--- src/source/decode_pkg.sv ---
/* Shared widths, instruction field positions, unit classes and stage payload types
   of the two-issue decode stage, referenced by scoped name from the RTL */
package decode_pkg;

	// Datapath widths
	localparam int data_width = 32;
	localparam int reg_addr_width = 5;
	localparam int cmd_width = 5;
	localparam int unit_count = 7;

	// Instruction field positions
	localparam int opcode_msb = 31;
	localparam int opcode_lsb = 26;
	localparam int dest_lsb = 21;
	localparam int src0_lsb = 16;
	localparam int src1_lsb = 11;
	localparam int imm_width = 16;

	// Opcode split: class in the top three bits, then immediate flag, then function
	localparam int class_width = 3;
	localparam int imm_flag_bit = 2;
	localparam int func_width = 2;

	// Unit classes, also the bit index in the one-hot unit select
	localparam logic [class_width-1:0] class_adder = 3'd0;
	localparam logic [class_width-1:0] class_logic = 3'd1;
	localparam logic [class_width-1:0] class_shift = 3'd2;
	localparam logic [class_width-1:0] class_mul = 3'd3;
	localparam logic [class_width-1:0] class_div = 3'd4;
	localparam logic [class_width-1:0] class_ldst = 3'd5;
	localparam logic [class_width-1:0] class_branch = 3'd6;
	localparam logic [class_width-1:0] class_invalid = 3'd7;

	typedef logic [unit_count-1:0] unit_t;

	// Decoded fields of one issue slot
	typedef struct packed {
		logic inst_valid;
		logic fault_invalid_inst;
		logic [cmd_width-1:0] cmd;
		unit_t unit;
		logic [reg_addr_width-1:0] source0;
		logic [data_width-1:0] source1;
		logic source1_imm;
		logic [reg_addr_width-1:0] destination;
		logic writeback;
		logic flags_writeback;
	} slot_payload_t;

	// Fetch-side fields passed straight through, shared PC last
	typedef struct packed {
		logic pagefault_0;
		logic branch_predict_0;
		logic [data_width-1:0] branch_predict_addr_0;
		logic pagefault_1;
		logic branch_predict_1;
		logic [data_width-1:0] branch_predict_addr_1;
		logic [data_width-1:0] pc;
	} system_payload_t;

endpackage
--- src/source/decode_stage.sv ---
/* Two-issue decode stage: decodes both fetched instructions and registers them with
   the shared system fields, one entry deep, between fetch and rename */
`timescale 1ns/1ps

module decode_stage (
	input logic clock,
	input logic rst_n,
	input logic reset_sync,
	input logic prev_valid,
	input logic prev_0_inst_valid,
	input logic prev_0_pagefault,
	input logic prev_0_branch_predict,
	input logic [decode_pkg::data_width-1:0] prev_0_branch_predict_addr,
	input logic [decode_pkg::data_width-1:0] prev_0_inst,
	input logic prev_1_inst_valid,
	input logic prev_1_pagefault,
	input logic prev_1_branch_predict,
	input logic [decode_pkg::data_width-1:0] prev_1_branch_predict_addr,
	input logic [decode_pkg::data_width-1:0] prev_1_inst,
	input logic [decode_pkg::data_width-1:0] prev_pc,
	output logic prev_lock,
	output logic next_valid,
	// Slot 0
	output logic next_0_valid,
	output logic next_0_fault_pagefault,
	output logic next_0_fault_invalid_inst,
	output logic next_0_branch_predict,
	output logic [decode_pkg::data_width-1:0] next_0_branch_predict_addr,
	output logic [decode_pkg::cmd_width-1:0] next_0_cmd,
	output decode_pkg::unit_t next_0_unit,
	output logic [decode_pkg::reg_addr_width-1:0] next_0_source0,
	output logic [decode_pkg::data_width-1:0] next_0_source1,
	output logic next_0_source1_imm,
	output logic [decode_pkg::reg_addr_width-1:0] next_0_destination,
	output logic next_0_writeback,
	output logic next_0_flags_writeback,
	// Slot 1
	output logic next_1_valid,
	output logic next_1_fault_pagefault,
	output logic next_1_fault_invalid_inst,
	output logic next_1_branch_predict,
	output logic [decode_pkg::data_width-1:0] next_1_branch_predict_addr,
	output logic [decode_pkg::cmd_width-1:0] next_1_cmd,
	output decode_pkg::unit_t next_1_unit,
	output logic [decode_pkg::reg_addr_width-1:0] next_1_source0,
	output logic [decode_pkg::data_width-1:0] next_1_source1,
	output logic next_1_source1_imm,
	output logic [decode_pkg::reg_addr_width-1:0] next_1_destination,
	output logic next_1_writeback,
	output logic next_1_flags_writeback,
	output logic [decode_pkg::data_width-1:0] next_pc,
	input logic next_lock
);

	decode_pkg::system_payload_t system_in;
	decode_pkg::system_payload_t system_out;
	decode_pkg::slot_payload_t slot_0_in;
	decode_pkg::slot_payload_t slot_0_out;
	decode_pkg::slot_payload_t slot_1_in;
	decode_pkg::slot_payload_t slot_1_out;

	logic system_busy;
	logic slot_0_busy;
	logic slot_1_busy;

	inst_decoder i_decoder_0 (
		.inst(prev_0_inst),
		.fault_invalid_inst(slot_0_in.fault_invalid_inst),
		.cmd(slot_0_in.cmd),
		.unit(slot_0_in.unit),
		.source0(slot_0_in.source0),
		.destination(slot_0_in.destination),
		.source1(slot_0_in.source1),
		.source1_imm(slot_0_in.source1_imm),
		.writeback(slot_0_in.writeback),
		.flags_writeback(slot_0_in.flags_writeback)
	);

	inst_decoder i_decoder_1 (
		.inst(prev_1_inst),
		.fault_invalid_inst(slot_1_in.fault_invalid_inst),
		.cmd(slot_1_in.cmd),
		.unit(slot_1_in.unit),
		.source0(slot_1_in.source0),
		.destination(slot_1_in.destination),
		.source1(slot_1_in.source1),
		.source1_imm(slot_1_in.source1_imm),
		.writeback(slot_1_in.writeback),
		.flags_writeback(slot_1_in.flags_writeback)
	);

	assign slot_0_in.inst_valid = prev_0_inst_valid;
	assign slot_1_in.inst_valid = prev_1_inst_valid;

	// Fetch-side fields that bypass the decoders
	assign system_in = '{
		pagefault_0: prev_0_pagefault,
		branch_predict_0: prev_0_branch_predict,
		branch_predict_addr_0: prev_0_branch_predict_addr,
		pagefault_1: prev_1_pagefault,
		branch_predict_1: prev_1_branch_predict,
		branch_predict_addr_1: prev_1_branch_predict_addr,
		pc: prev_pc
	};

	// All three registers move in lockstep, so their busy strobes agree
	assign prev_lock = system_busy || slot_0_busy || slot_1_busy;

	stage_register #(.payload_t(decode_pkg::system_payload_t)) i_system_reg (
		.clock(clock),
		.rst_n(rst_n),
		.reset_sync(reset_sync),
		.req(prev_valid),
		.data(system_in),
		.busy(system_busy),
		.next_req(next_valid),
		.next_data(system_out),
		.next_busy(next_lock)
	);

	stage_register #(.payload_t(decode_pkg::slot_payload_t)) i_slot_0_reg (
		.clock(clock),
		.rst_n(rst_n),
		.reset_sync(reset_sync),
		.req(prev_valid),
		.data(slot_0_in),
		.busy(slot_0_busy),
		.next_req(),
		.next_data(slot_0_out),
		.next_busy(next_lock)
	);

	stage_register #(.payload_t(decode_pkg::slot_payload_t)) i_slot_1_reg (
		.clock(clock),
		.rst_n(rst_n),
		.reset_sync(reset_sync),
		.req(prev_valid),
		.data(slot_1_in),
		.busy(slot_1_busy),
		.next_req(),
		.next_data(slot_1_out),
		.next_busy(next_lock)
	);

	// Slot 0 outputs
	assign next_0_valid = next_valid && slot_0_out.inst_valid;
	assign next_0_fault_pagefault = system_out.pagefault_0;
	assign next_0_fault_invalid_inst = slot_0_out.fault_invalid_inst;
	assign next_0_branch_predict = system_out.branch_predict_0;
	assign next_0_branch_predict_addr = system_out.branch_predict_addr_0;
	assign next_0_cmd = slot_0_out.cmd;
	assign next_0_unit = slot_0_out.unit;
	assign next_0_source0 = slot_0_out.source0;
	assign next_0_source1 = slot_0_out.source1;
	assign next_0_source1_imm = slot_0_out.source1_imm;
	assign next_0_destination = slot_0_out.destination;
	assign next_0_writeback = slot_0_out.writeback;
	assign next_0_flags_writeback = slot_0_out.flags_writeback;

	// Slot 1 outputs
	assign next_1_valid = next_valid && slot_1_out.inst_valid;
	assign next_1_fault_pagefault = system_out.pagefault_1;
	assign next_1_fault_invalid_inst = slot_1_out.fault_invalid_inst;
	assign next_1_branch_predict = system_out.branch_predict_1;
	assign next_1_branch_predict_addr = system_out.branch_predict_addr_1;
	assign next_1_cmd = slot_1_out.cmd;
	assign next_1_unit = slot_1_out.unit;
	assign next_1_source0 = slot_1_out.source0;
	assign next_1_source1 = slot_1_out.source1;
	assign next_1_source1_imm = slot_1_out.source1_imm;
	assign next_1_destination = slot_1_out.destination;
	assign next_1_writeback = slot_1_out.writeback;
	assign next_1_flags_writeback = slot_1_out.flags_writeback;

	assign next_pc = system_out.pc;

endmodule

--- src/source/stage_register.sv ---
/* One-entry pipeline register with req/busy strobes on both sides and a synchronous
   flush; the payload type is a parameter so one module serves every stage field set */
`timescale 1ns/1ps

module stage_register #(
	parameter type payload_t = logic
) (
	input logic clock,
	input logic rst_n,
	input logic reset_sync,
	input logic req,
	input payload_t data,
	output logic busy,
	output logic next_req,
	output payload_t next_data,
	input logic next_busy
);

	logic valid;
	logic load;
	payload_t payload;

	// Blocked only while holding an entry the next side refuses
	assign busy = valid && next_busy;
	assign load = req && !busy;

	always_ff @(posedge clock) begin
		if (!rst_n) begin
			valid <= 1'b0;
		end else if (reset_sync) begin
			valid <= 1'b0;
		end else if (load) begin
			valid <= 1'b1;
		end else if (!next_busy) begin
			// Entry taken by the next side
			valid <= 1'b0;
		end
	end

	always_ff @(posedge clock) begin
		if (load) begin
			payload <= data;
		end
	end

	assign next_req = valid;
	assign next_data = payload;

endmodule

--- src/source/inst_decoder.sv ---
/* Combinational decoder for one 32-bit instruction; produces command, unit select,
   operands, writeback enables and the invalid-instruction fault */
`timescale 1ns/1ps

module inst_decoder (
	input logic [decode_pkg::data_width-1:0] inst,
	output logic fault_invalid_inst,
	output logic [decode_pkg::cmd_width-1:0] cmd,
	output decode_pkg::unit_t unit,
	output logic [decode_pkg::reg_addr_width-1:0] source0,
	output logic [decode_pkg::reg_addr_width-1:0] destination,
	output logic [decode_pkg::data_width-1:0] source1,
	output logic source1_imm,
	output logic writeback,
	output logic flags_writeback
);

	localparam int opcode_width = decode_pkg::opcode_msb - decode_pkg::opcode_lsb + 1;
	localparam int ext_width = decode_pkg::data_width - decode_pkg::imm_width;
	localparam int reg_pad_width = decode_pkg::data_width - decode_pkg::reg_addr_width;

	logic [opcode_width-1:0] opcode;
	logic [decode_pkg::class_width-1:0] op_class;
	logic [decode_pkg::func_width-1:0] func;
	logic imm_flag;
	logic [decode_pkg::imm_width-1:0] imm;
	logic [decode_pkg::reg_addr_width-1:0] src1_reg;

	decode_pkg::unit_t unit_sel;
	logic zero_ext;
	logic wb;
	logic flags_wb;
	logic invalid;

	// Field extraction
	assign opcode = inst[decode_pkg::opcode_msb:decode_pkg::opcode_lsb];
	assign op_class = opcode[opcode_width-1 -: decode_pkg::class_width];
	assign imm_flag = opcode[decode_pkg::imm_flag_bit];
	assign func = opcode[decode_pkg::func_width-1:0];
	assign imm = inst[decode_pkg::imm_width-1:0];
	assign src1_reg = inst[decode_pkg::src1_lsb +: decode_pkg::reg_addr_width];

	assign cmd = {op_class, func};
	assign destination = inst[decode_pkg::dest_lsb +: decode_pkg::reg_addr_width];
	assign source0 = inst[decode_pkg::src0_lsb +: decode_pkg::reg_addr_width];
	assign source1_imm = imm_flag;

	// Per-class attributes
	always_comb begin
		unit_sel = '0;
		zero_ext = 1'b0;
		wb = 1'b1;
		flags_wb = 1'b0;
		invalid = 1'b0;
		case (op_class)
			decode_pkg::class_adder: begin
				unit_sel[decode_pkg::class_adder] = 1'b1;
				flags_wb = 1'b1;
			end
			decode_pkg::class_logic: begin
				unit_sel[decode_pkg::class_logic] = 1'b1;
				flags_wb = 1'b1;
				zero_ext = 1'b1;
			end
			decode_pkg::class_shift: begin
				unit_sel[decode_pkg::class_shift] = 1'b1;
				zero_ext = 1'b1;
			end
			decode_pkg::class_mul: begin
				unit_sel[decode_pkg::class_mul] = 1'b1;
			end
			decode_pkg::class_div: begin
				unit_sel[decode_pkg::class_div] = 1'b1;
				// No immediate form of divide
				invalid = imm_flag;
			end
			decode_pkg::class_ldst: begin
				unit_sel[decode_pkg::class_ldst] = 1'b1;
				// Store has nothing to write back
				wb = !func[0];
			end
			decode_pkg::class_branch: begin
				unit_sel[decode_pkg::class_branch] = 1'b1;
				wb = 1'b0;
			end
			decode_pkg::class_invalid: begin
				invalid = 1'b1;
			end
		endcase
	end

	// Second operand
	always_comb begin
		if (imm_flag) begin
			if (zero_ext) begin
				source1 = {{ext_width{1'b0}}, imm};
			end else begin
				source1 = {{ext_width{imm[decode_pkg::imm_width-1]}}, imm};
			end
		end else begin
			source1 = {{reg_pad_width{1'b0}}, src1_reg};
		end
	end

	// Faulting instruction must not reach a unit or write anything
	assign fault_invalid_inst = invalid;
	assign unit = invalid ? '0 : unit_sel;
	assign writeback = wb && !invalid;
	assign flags_writeback = flags_wb && !invalid;

endmodule

--- config.mk ---
export PLATFORM = sky130hd
export DESIGN_NAME = decode_stage
export DESIGN_NICKNAME = d
export VERILOG_FILES = /design/src/source/decode_pkg.sv /design/src/source/decode_stage.sv /design/src/source/stage_register.sv /design/src/source/inst_decoder.sv
export SDC_FILE = /design/constraint.sdc
export NUM_CORES = 1
export LEC_CHECK = 0
export BUFFER_PORTS_ARGS = -buffer_cell sky130_fd_sc_hd__buf_2
export CAP_MARGIN = 30
export CORE_MARGIN = 3
export CORE_UTILIZATION = 32
export CTS_BUF_LIST = sky130_fd_sc_hd__clkbuf_4 sky130_fd_sc_hd__clkbuf_8 sky130_fd_sc_hd__clkbuf_16
export DETAILED_ROUTE_END_ITERATION = 16
export PLACE_DENSITY = 0.72
export SLEW_MARGIN = 0
export SYNTH_ARGS = -nofsm -noshare
export SYNTH_HDL_FRONTEND = slang
export SYNTH_SLANG_ARGS = --single-unit
--- constraint.sdc ---
create_clock -name clock -period 11.53 [get_ports clock]
set_clock_uncertainty 0.2 [all_clocks]
set_input_delay 1.7295 -clock clock [delete_from_list [all_inputs] [get_ports clock]]
set_output_delay 1.7295 -clock clock [all_outputs]
set_load 0.05 [all_outputs]
==> run metrics, run 1 <==
CP dominant cell by count=buf_2; relative slew slack=slightly above 50%; DR iter-0 viols=approximately 160; clk root buf=clkbuf_16; clk slew on worst S/H paths=70 ps; CTS buffer count=17; Placer Congestion=about 0.76; share of the synthesized area in the top cell type=approximately four fifths; Syn Inst Count=384; min-delay worst type=register to register; WL/cell=17.3 um; I/O Pins=around 390; Routed WL=around 17000 um; GR Util met1=between 10% and 20%; first-pass GRT wire length=24300 um; met3 usage=~7.2%; max-slew violations=0; max incr delay on CP=roughly 260 ps; crit path max fanout=7; share of post-route cells with drive strength above 1=63.7%; clock tree sinks=approximately 190; register area=about 5700 um^2; Area contributors post-synth=edfxtp_1, buf_4, and2_1; final cell count without fillers=slightly below 1000; setup slack after layout=between 7000 and 8000 ps; clk_lat worst skew=about 410 ps; Hold Slack=391 ps; CP required=roughly 9600 ps; RSZ-0062 raised after global routing=no; Mapped Area=roughly 7000 um^2; final setup violation count=0; Die ar.=about 24000 um^2; Antenna Nets Post-Route=0; WP data arrival=about 2400 ps; DIE HEIGHT=between 150 and 200 um; Critical Path Sink Type=output port; core outline area=approximately 22000 um^2; vias per cell=roughly 4.2; Peak VDD IR=87.4 uV; drt first pass iters=4; met2 Track Usage GR=roughly 24%; power per standard cell area=approximately 180 nW/um^2; Post-synth ARST share=0%; Seq/Total Area, Yosys=approximately 80%; ANT cells=0; post-route clock period utilization=37.4%; htree depth=4; Die X=roughly 160 um; GRT overflow=0; post-CTS resize count=0; Fillers=a little over 2000; via count=approximately 4000; cts hold-fix bufs=0; CTS tree=built; Highest Clock Rate=approximately 0.23 GHz; Startpoint Class=primary input; Yosys reg bits=between 150 and 200; CP max-delay cell=buf_2; post-place setup slack=about 7200 ps; EDFF count, synth=~190; multi-input logic area=576 um^2; Leak=between 3 and 4 nW; Post-synth top flop=edfxtp_1; vias in the first global route=4196; most numerous cell in the Yosys netlist=edfxtp_1; clock period minus worst slack=between 4000 and 5000 ps; Buffers on Ports=390; outcome=completed; Initial Utilization=32.6%; Detail Placement HPWL=12900 um; # DRC=0; Worst Setup Path Type=primary input to output port; CP delay by family, top=buffers and inverters; final net count=850; setup_tns=0 ps; DP Cell Count=between 900 and 1000; Worst Tran Pin Value=about 720 ps; largest net degree at the start of global routing=58; initial antenna violation count=6; Final Hold Vio Count=0; row count=54; Area Growth Syn to Fin=29.2%; setup bufs post-CTS=0; max-cap viol count=0; Cell Chain, Critical Path=buf_2, o31a_1, buf_2; Post-synth top cells=edfxtp_1, buf_4, and2_1, mux2_2, nor2_1; Synth Warn #=0; post-synthesis cell type count=24; area leader, netlist=edfxtp_1; syn nets=approximately 560; WP buf/inv=2; Total GRT Usage=between 10% and 20%; global route hottest layer=met2; Avg Cell Area, Syn=18.6 um^2; CTS max path bufs=2
## report_power, final
group | switching, mW | total [mW] | leakage (nW) | internal [mW]
clock network | 0.284 | 0.597 | 0.299 | 0.314
logic | 0.216 | 0.276 | 1.81 | 0.0599
registers | 0.0120 | 0.823 | 1.87 | 0.811
total | 0.512 | 1.70 | 3.98 | 1.18
## tightest hold or removal path: cells and delay by family (launching register included)
family             cells  cell delay [ps]
DFF                    1              350
AOI/OAI and AO/OA      1              150
and+or+nand+nor        1               50
## worst paths after layout
kind	startpoint	depth (start not counted)	to	slack (ps)
hold reg to reg	i_slot_0_reg.next_req$_SDFFE_PP0P_	2	i_slot_0_reg.next_req$_SDFFE_PP0P_	390
hold / removal	i_slot_0_reg.next_req$_SDFFE_PP0P_	2	i_slot_0_reg.next_req$_SDFFE_PP0P_	390
setup reg to reg	i_system_reg.next_req$_SDFFE_PP0P_	3	i_system_reg.next_data[97]$_DFFE_PP_	9200
setup / recovery	next_lock	3	prev_lock	7210
## state kept, by name, indices dropped and copies added, names as in the netlist
name and count:
i_slot_1_reg.next_req 1, i_slot_1_reg.next_data 44, i_slot_0_reg.next_req 1, i_slot_0_reg.next_data 44
i_system_reg.next_data 100, i_system_reg.next_req 1
## layer usage
| layer | part of all wire [%] | vias to the layer above | wire, um |
|---|---|---|---|
| li1 | - | 1881 | - |
| met1 | 33 | 1909 | 5540 |
| met2 | 54 | 217 | 9030 |
| met3 | 12 | 22 | 1940 |
| met4 | 1.2 | 10 | 204 |
| met5 | 0.35 | - | 58 |
## kinds of logic after synthesis
group	after synthesis	synth area share, %
flip-flops	191	79.9
buffers and inverters	118	12.5
AND/OR/NAND/NOR	48	4.24
AO/OA/AOI/OAI	13	1.21
XOR/XNOR	2	0.245
multiplexers	12	1.89
## cell type report
cell class	count	share of cell area [%]
tap	280	3.80
timing repair buffer	394	21.5
clock buffer	17	4.61
multi-input combinational	75	6.24
clock inverter	15	2.06
sequential	191	61.8
## layout by cell type, fill, tap and decap left out, types with 4 or more instances in the layout
master     Yosys  final
and2_1        26     26
and3b_1        5      5
buf_2          1    390
buf_4        110      4
clkbuf_16      0     17
clkinv_4       0      4
clkinv_8       0      4
edfxtp_1     188    188
mux2_2        12     12
nor2_1         6      6
## metrics by stage
stage | instance area (um^2) | utilization [%] | total power [mW]
after global placement | 8610 | 39.3 | 1.11
final | 9230 | 42.2 | 1.70
after global routing | 9230 | 42.2 | 1.77
after detailed placement | 8610 | 39.3 | 1.12
after CTS | 9230 | 42.2 | 1.72
after floorplan | 7140 | - | 1.07
No activity file was read; power rests on OpenSTA's default activity.
==> run 2: changes to the inputs <==
clock period = 4.2 ns   (was 11.53 ns; I/O delays follow)
==> run metrics, run 2 (synthesis gave the netlist of run 1 again) <==
outcome=completed; Final Cell Area=just over 9000 um^2; vias per cell=between 4 and 5; CTS tree=built; clock tree sinks=191; Hold Slack=around 170 ps; Final Hold Vio Count=0; cell area after placement=roughly 8600 um^2; clock period minus worst slack=approximately 2200 ps; Routed WL=between 15000 and 20000 um; clk slew on worst S/H paths=~80 ps; largest net degree at the start of global routing=46; first-pass GRT wire length=roughly 25000 um; Startpoint Class=primary input; Worst Setup Path Type=primary input to output port; DR iter-0 viols=about 150; cts hold-fix bufs=0; Die X=between 150 and 200 um; Cell Chain, Critical Path=buf_2, o31a_1, buf_2; CP required=3370 ps; setup bufs post-CTS=0; setup_tns=0 ps; final net count=roughly 850; Detail Placement HPWL=between 10000 and 15000 um; clk root buf=clkbuf_16; I/O Pins=roughly 390; DIE HEIGHT=roughly 160 um; clk_lat worst skew=420 ps; power per standard cell area=around 500 nW/um^2; share of post-route cells with drive strength above 1=between 60% and 70%; max reg flops=100; Placer Congestion=~0.76; Leak=roughly 4 nW; WP buf/inv=2; Total GRT Usage=a little over an eighth; Die ar.=24100 um^2; DP Cell Count=between 900 and 1000; max-slew violations=0; final cell count without fillers=between 900 and 1000; core outline area=21900 um^2; Antenna Nets Post-Route=0; GRT overflow=0; Peak VDD IR=between 200 and 250 uV; via count=between 4000 and 5000; final setup violation count=0; drt first pass iters=4; min-delay worst type=primary input to register; WP data arrival=between 1000 and 1500 ps; CTS max path bufs=2; Critical Path Sink Type=output port; RSZ-0062 raised after global routing=no; crit path max fanout=7; htree depth=4; WL/cell=around 17 um; max incr delay on CP=around 280 ps; # DRC=0; row count=54; CP dominant cell by count=buf_2; Worst Tran Pin Value=~800 ps; Initial Utilization=32.6%; max-cap viol count=0; relative slew slack=47.0%; most common cell after layout, fill and taps aside=buf_2; CP delay by family, top=buffers and inverters; initial antenna violation count=4; vias in the first global route=4294; commonest non-fill, non-tap cells in the layout=buf_2, edfxtp_1, and2_1; Buffers on Ports=390; Power Total=about 4.6 mW; CTS buffer count=17; Area Growth Syn to Fin=30.0%; post-CTS resize count=0; post-route clock period utilization=about half; Highest Clock Rate=0.463 GHz; CP max-delay cell=buf_2
-- run 2: changes by cell type in the layout (fill, tap and decap cells not counted), sizes merged --
cell      previous run  this run
clkinvlp             0         2
diode                0         5
buf                394       395
bufinv               1         0
inv                  6         8
clkinv               8         5
-- run 2: through the flow --
step / setup slack, ps / utilization (%)
after floorplan: 99.8 / -
after global placement: 1720 / 39.5
after detailed placement: 1700 / 39.5
after CTS: 2010 / 42.3
after global routing: 1960 / 42.4
final: 2040 / 42.4
-- run 2: path summary, 6_finish.rpt --
check	startpoint	endpoint	slack [ps]	depth (start not counted)
max	next_lock	prev_lock	2040	3
min	prev_0_branch_predict_addr[29]	i_system_reg.next_data[95]$_DFFE_PP_	170	1
max reg2reg	i_slot_0_reg.next_req$_SDFFE_PP0P_	i_slot_0_reg.next_data[45]$_SDFFCE_PP0P_	2230	2
min reg2reg	i_slot_0_reg.next_req$_SDFFE_PP0P_	i_slot_0_reg.next_req$_SDFFE_PP0P_	390	2
-- run 2: cell type report --
| class | instances | area, um^2 |
|---|---|---|
| fillers | 2016 | 12600 |
| clock buffers | 17 | 425 |
| well taps | 280 | 350 |
| clock inverters | 15 | 186 |
| diodes | 5 | 12.5 |
| repair buffers | 395 | 2030 |
| flip-flops and latches | 191 | 5710 |
| multi-input cells | 75 | 576 |
-- run 2: routing by layer --
layer | vias up | global-route usage, % | wire (um)
met1 | 1947 | 14.0 | 5830
met2 | 238 | 23.6 | 8870
li1 | 1886 | - | -
met5 | - | 0 | 0
met3 | 15 | 7.12 | 1920
met4 | 0 | 5.71 | 322
-- run 2: where the power goes --
group | switching (mW) | internal, mW | leakage [nW]
clock network | 0.806 | 0.817 | 0.291
logic | 0.596 | 0.170 | 1.83
registers | 0.0316 | 2.23 | 1.87
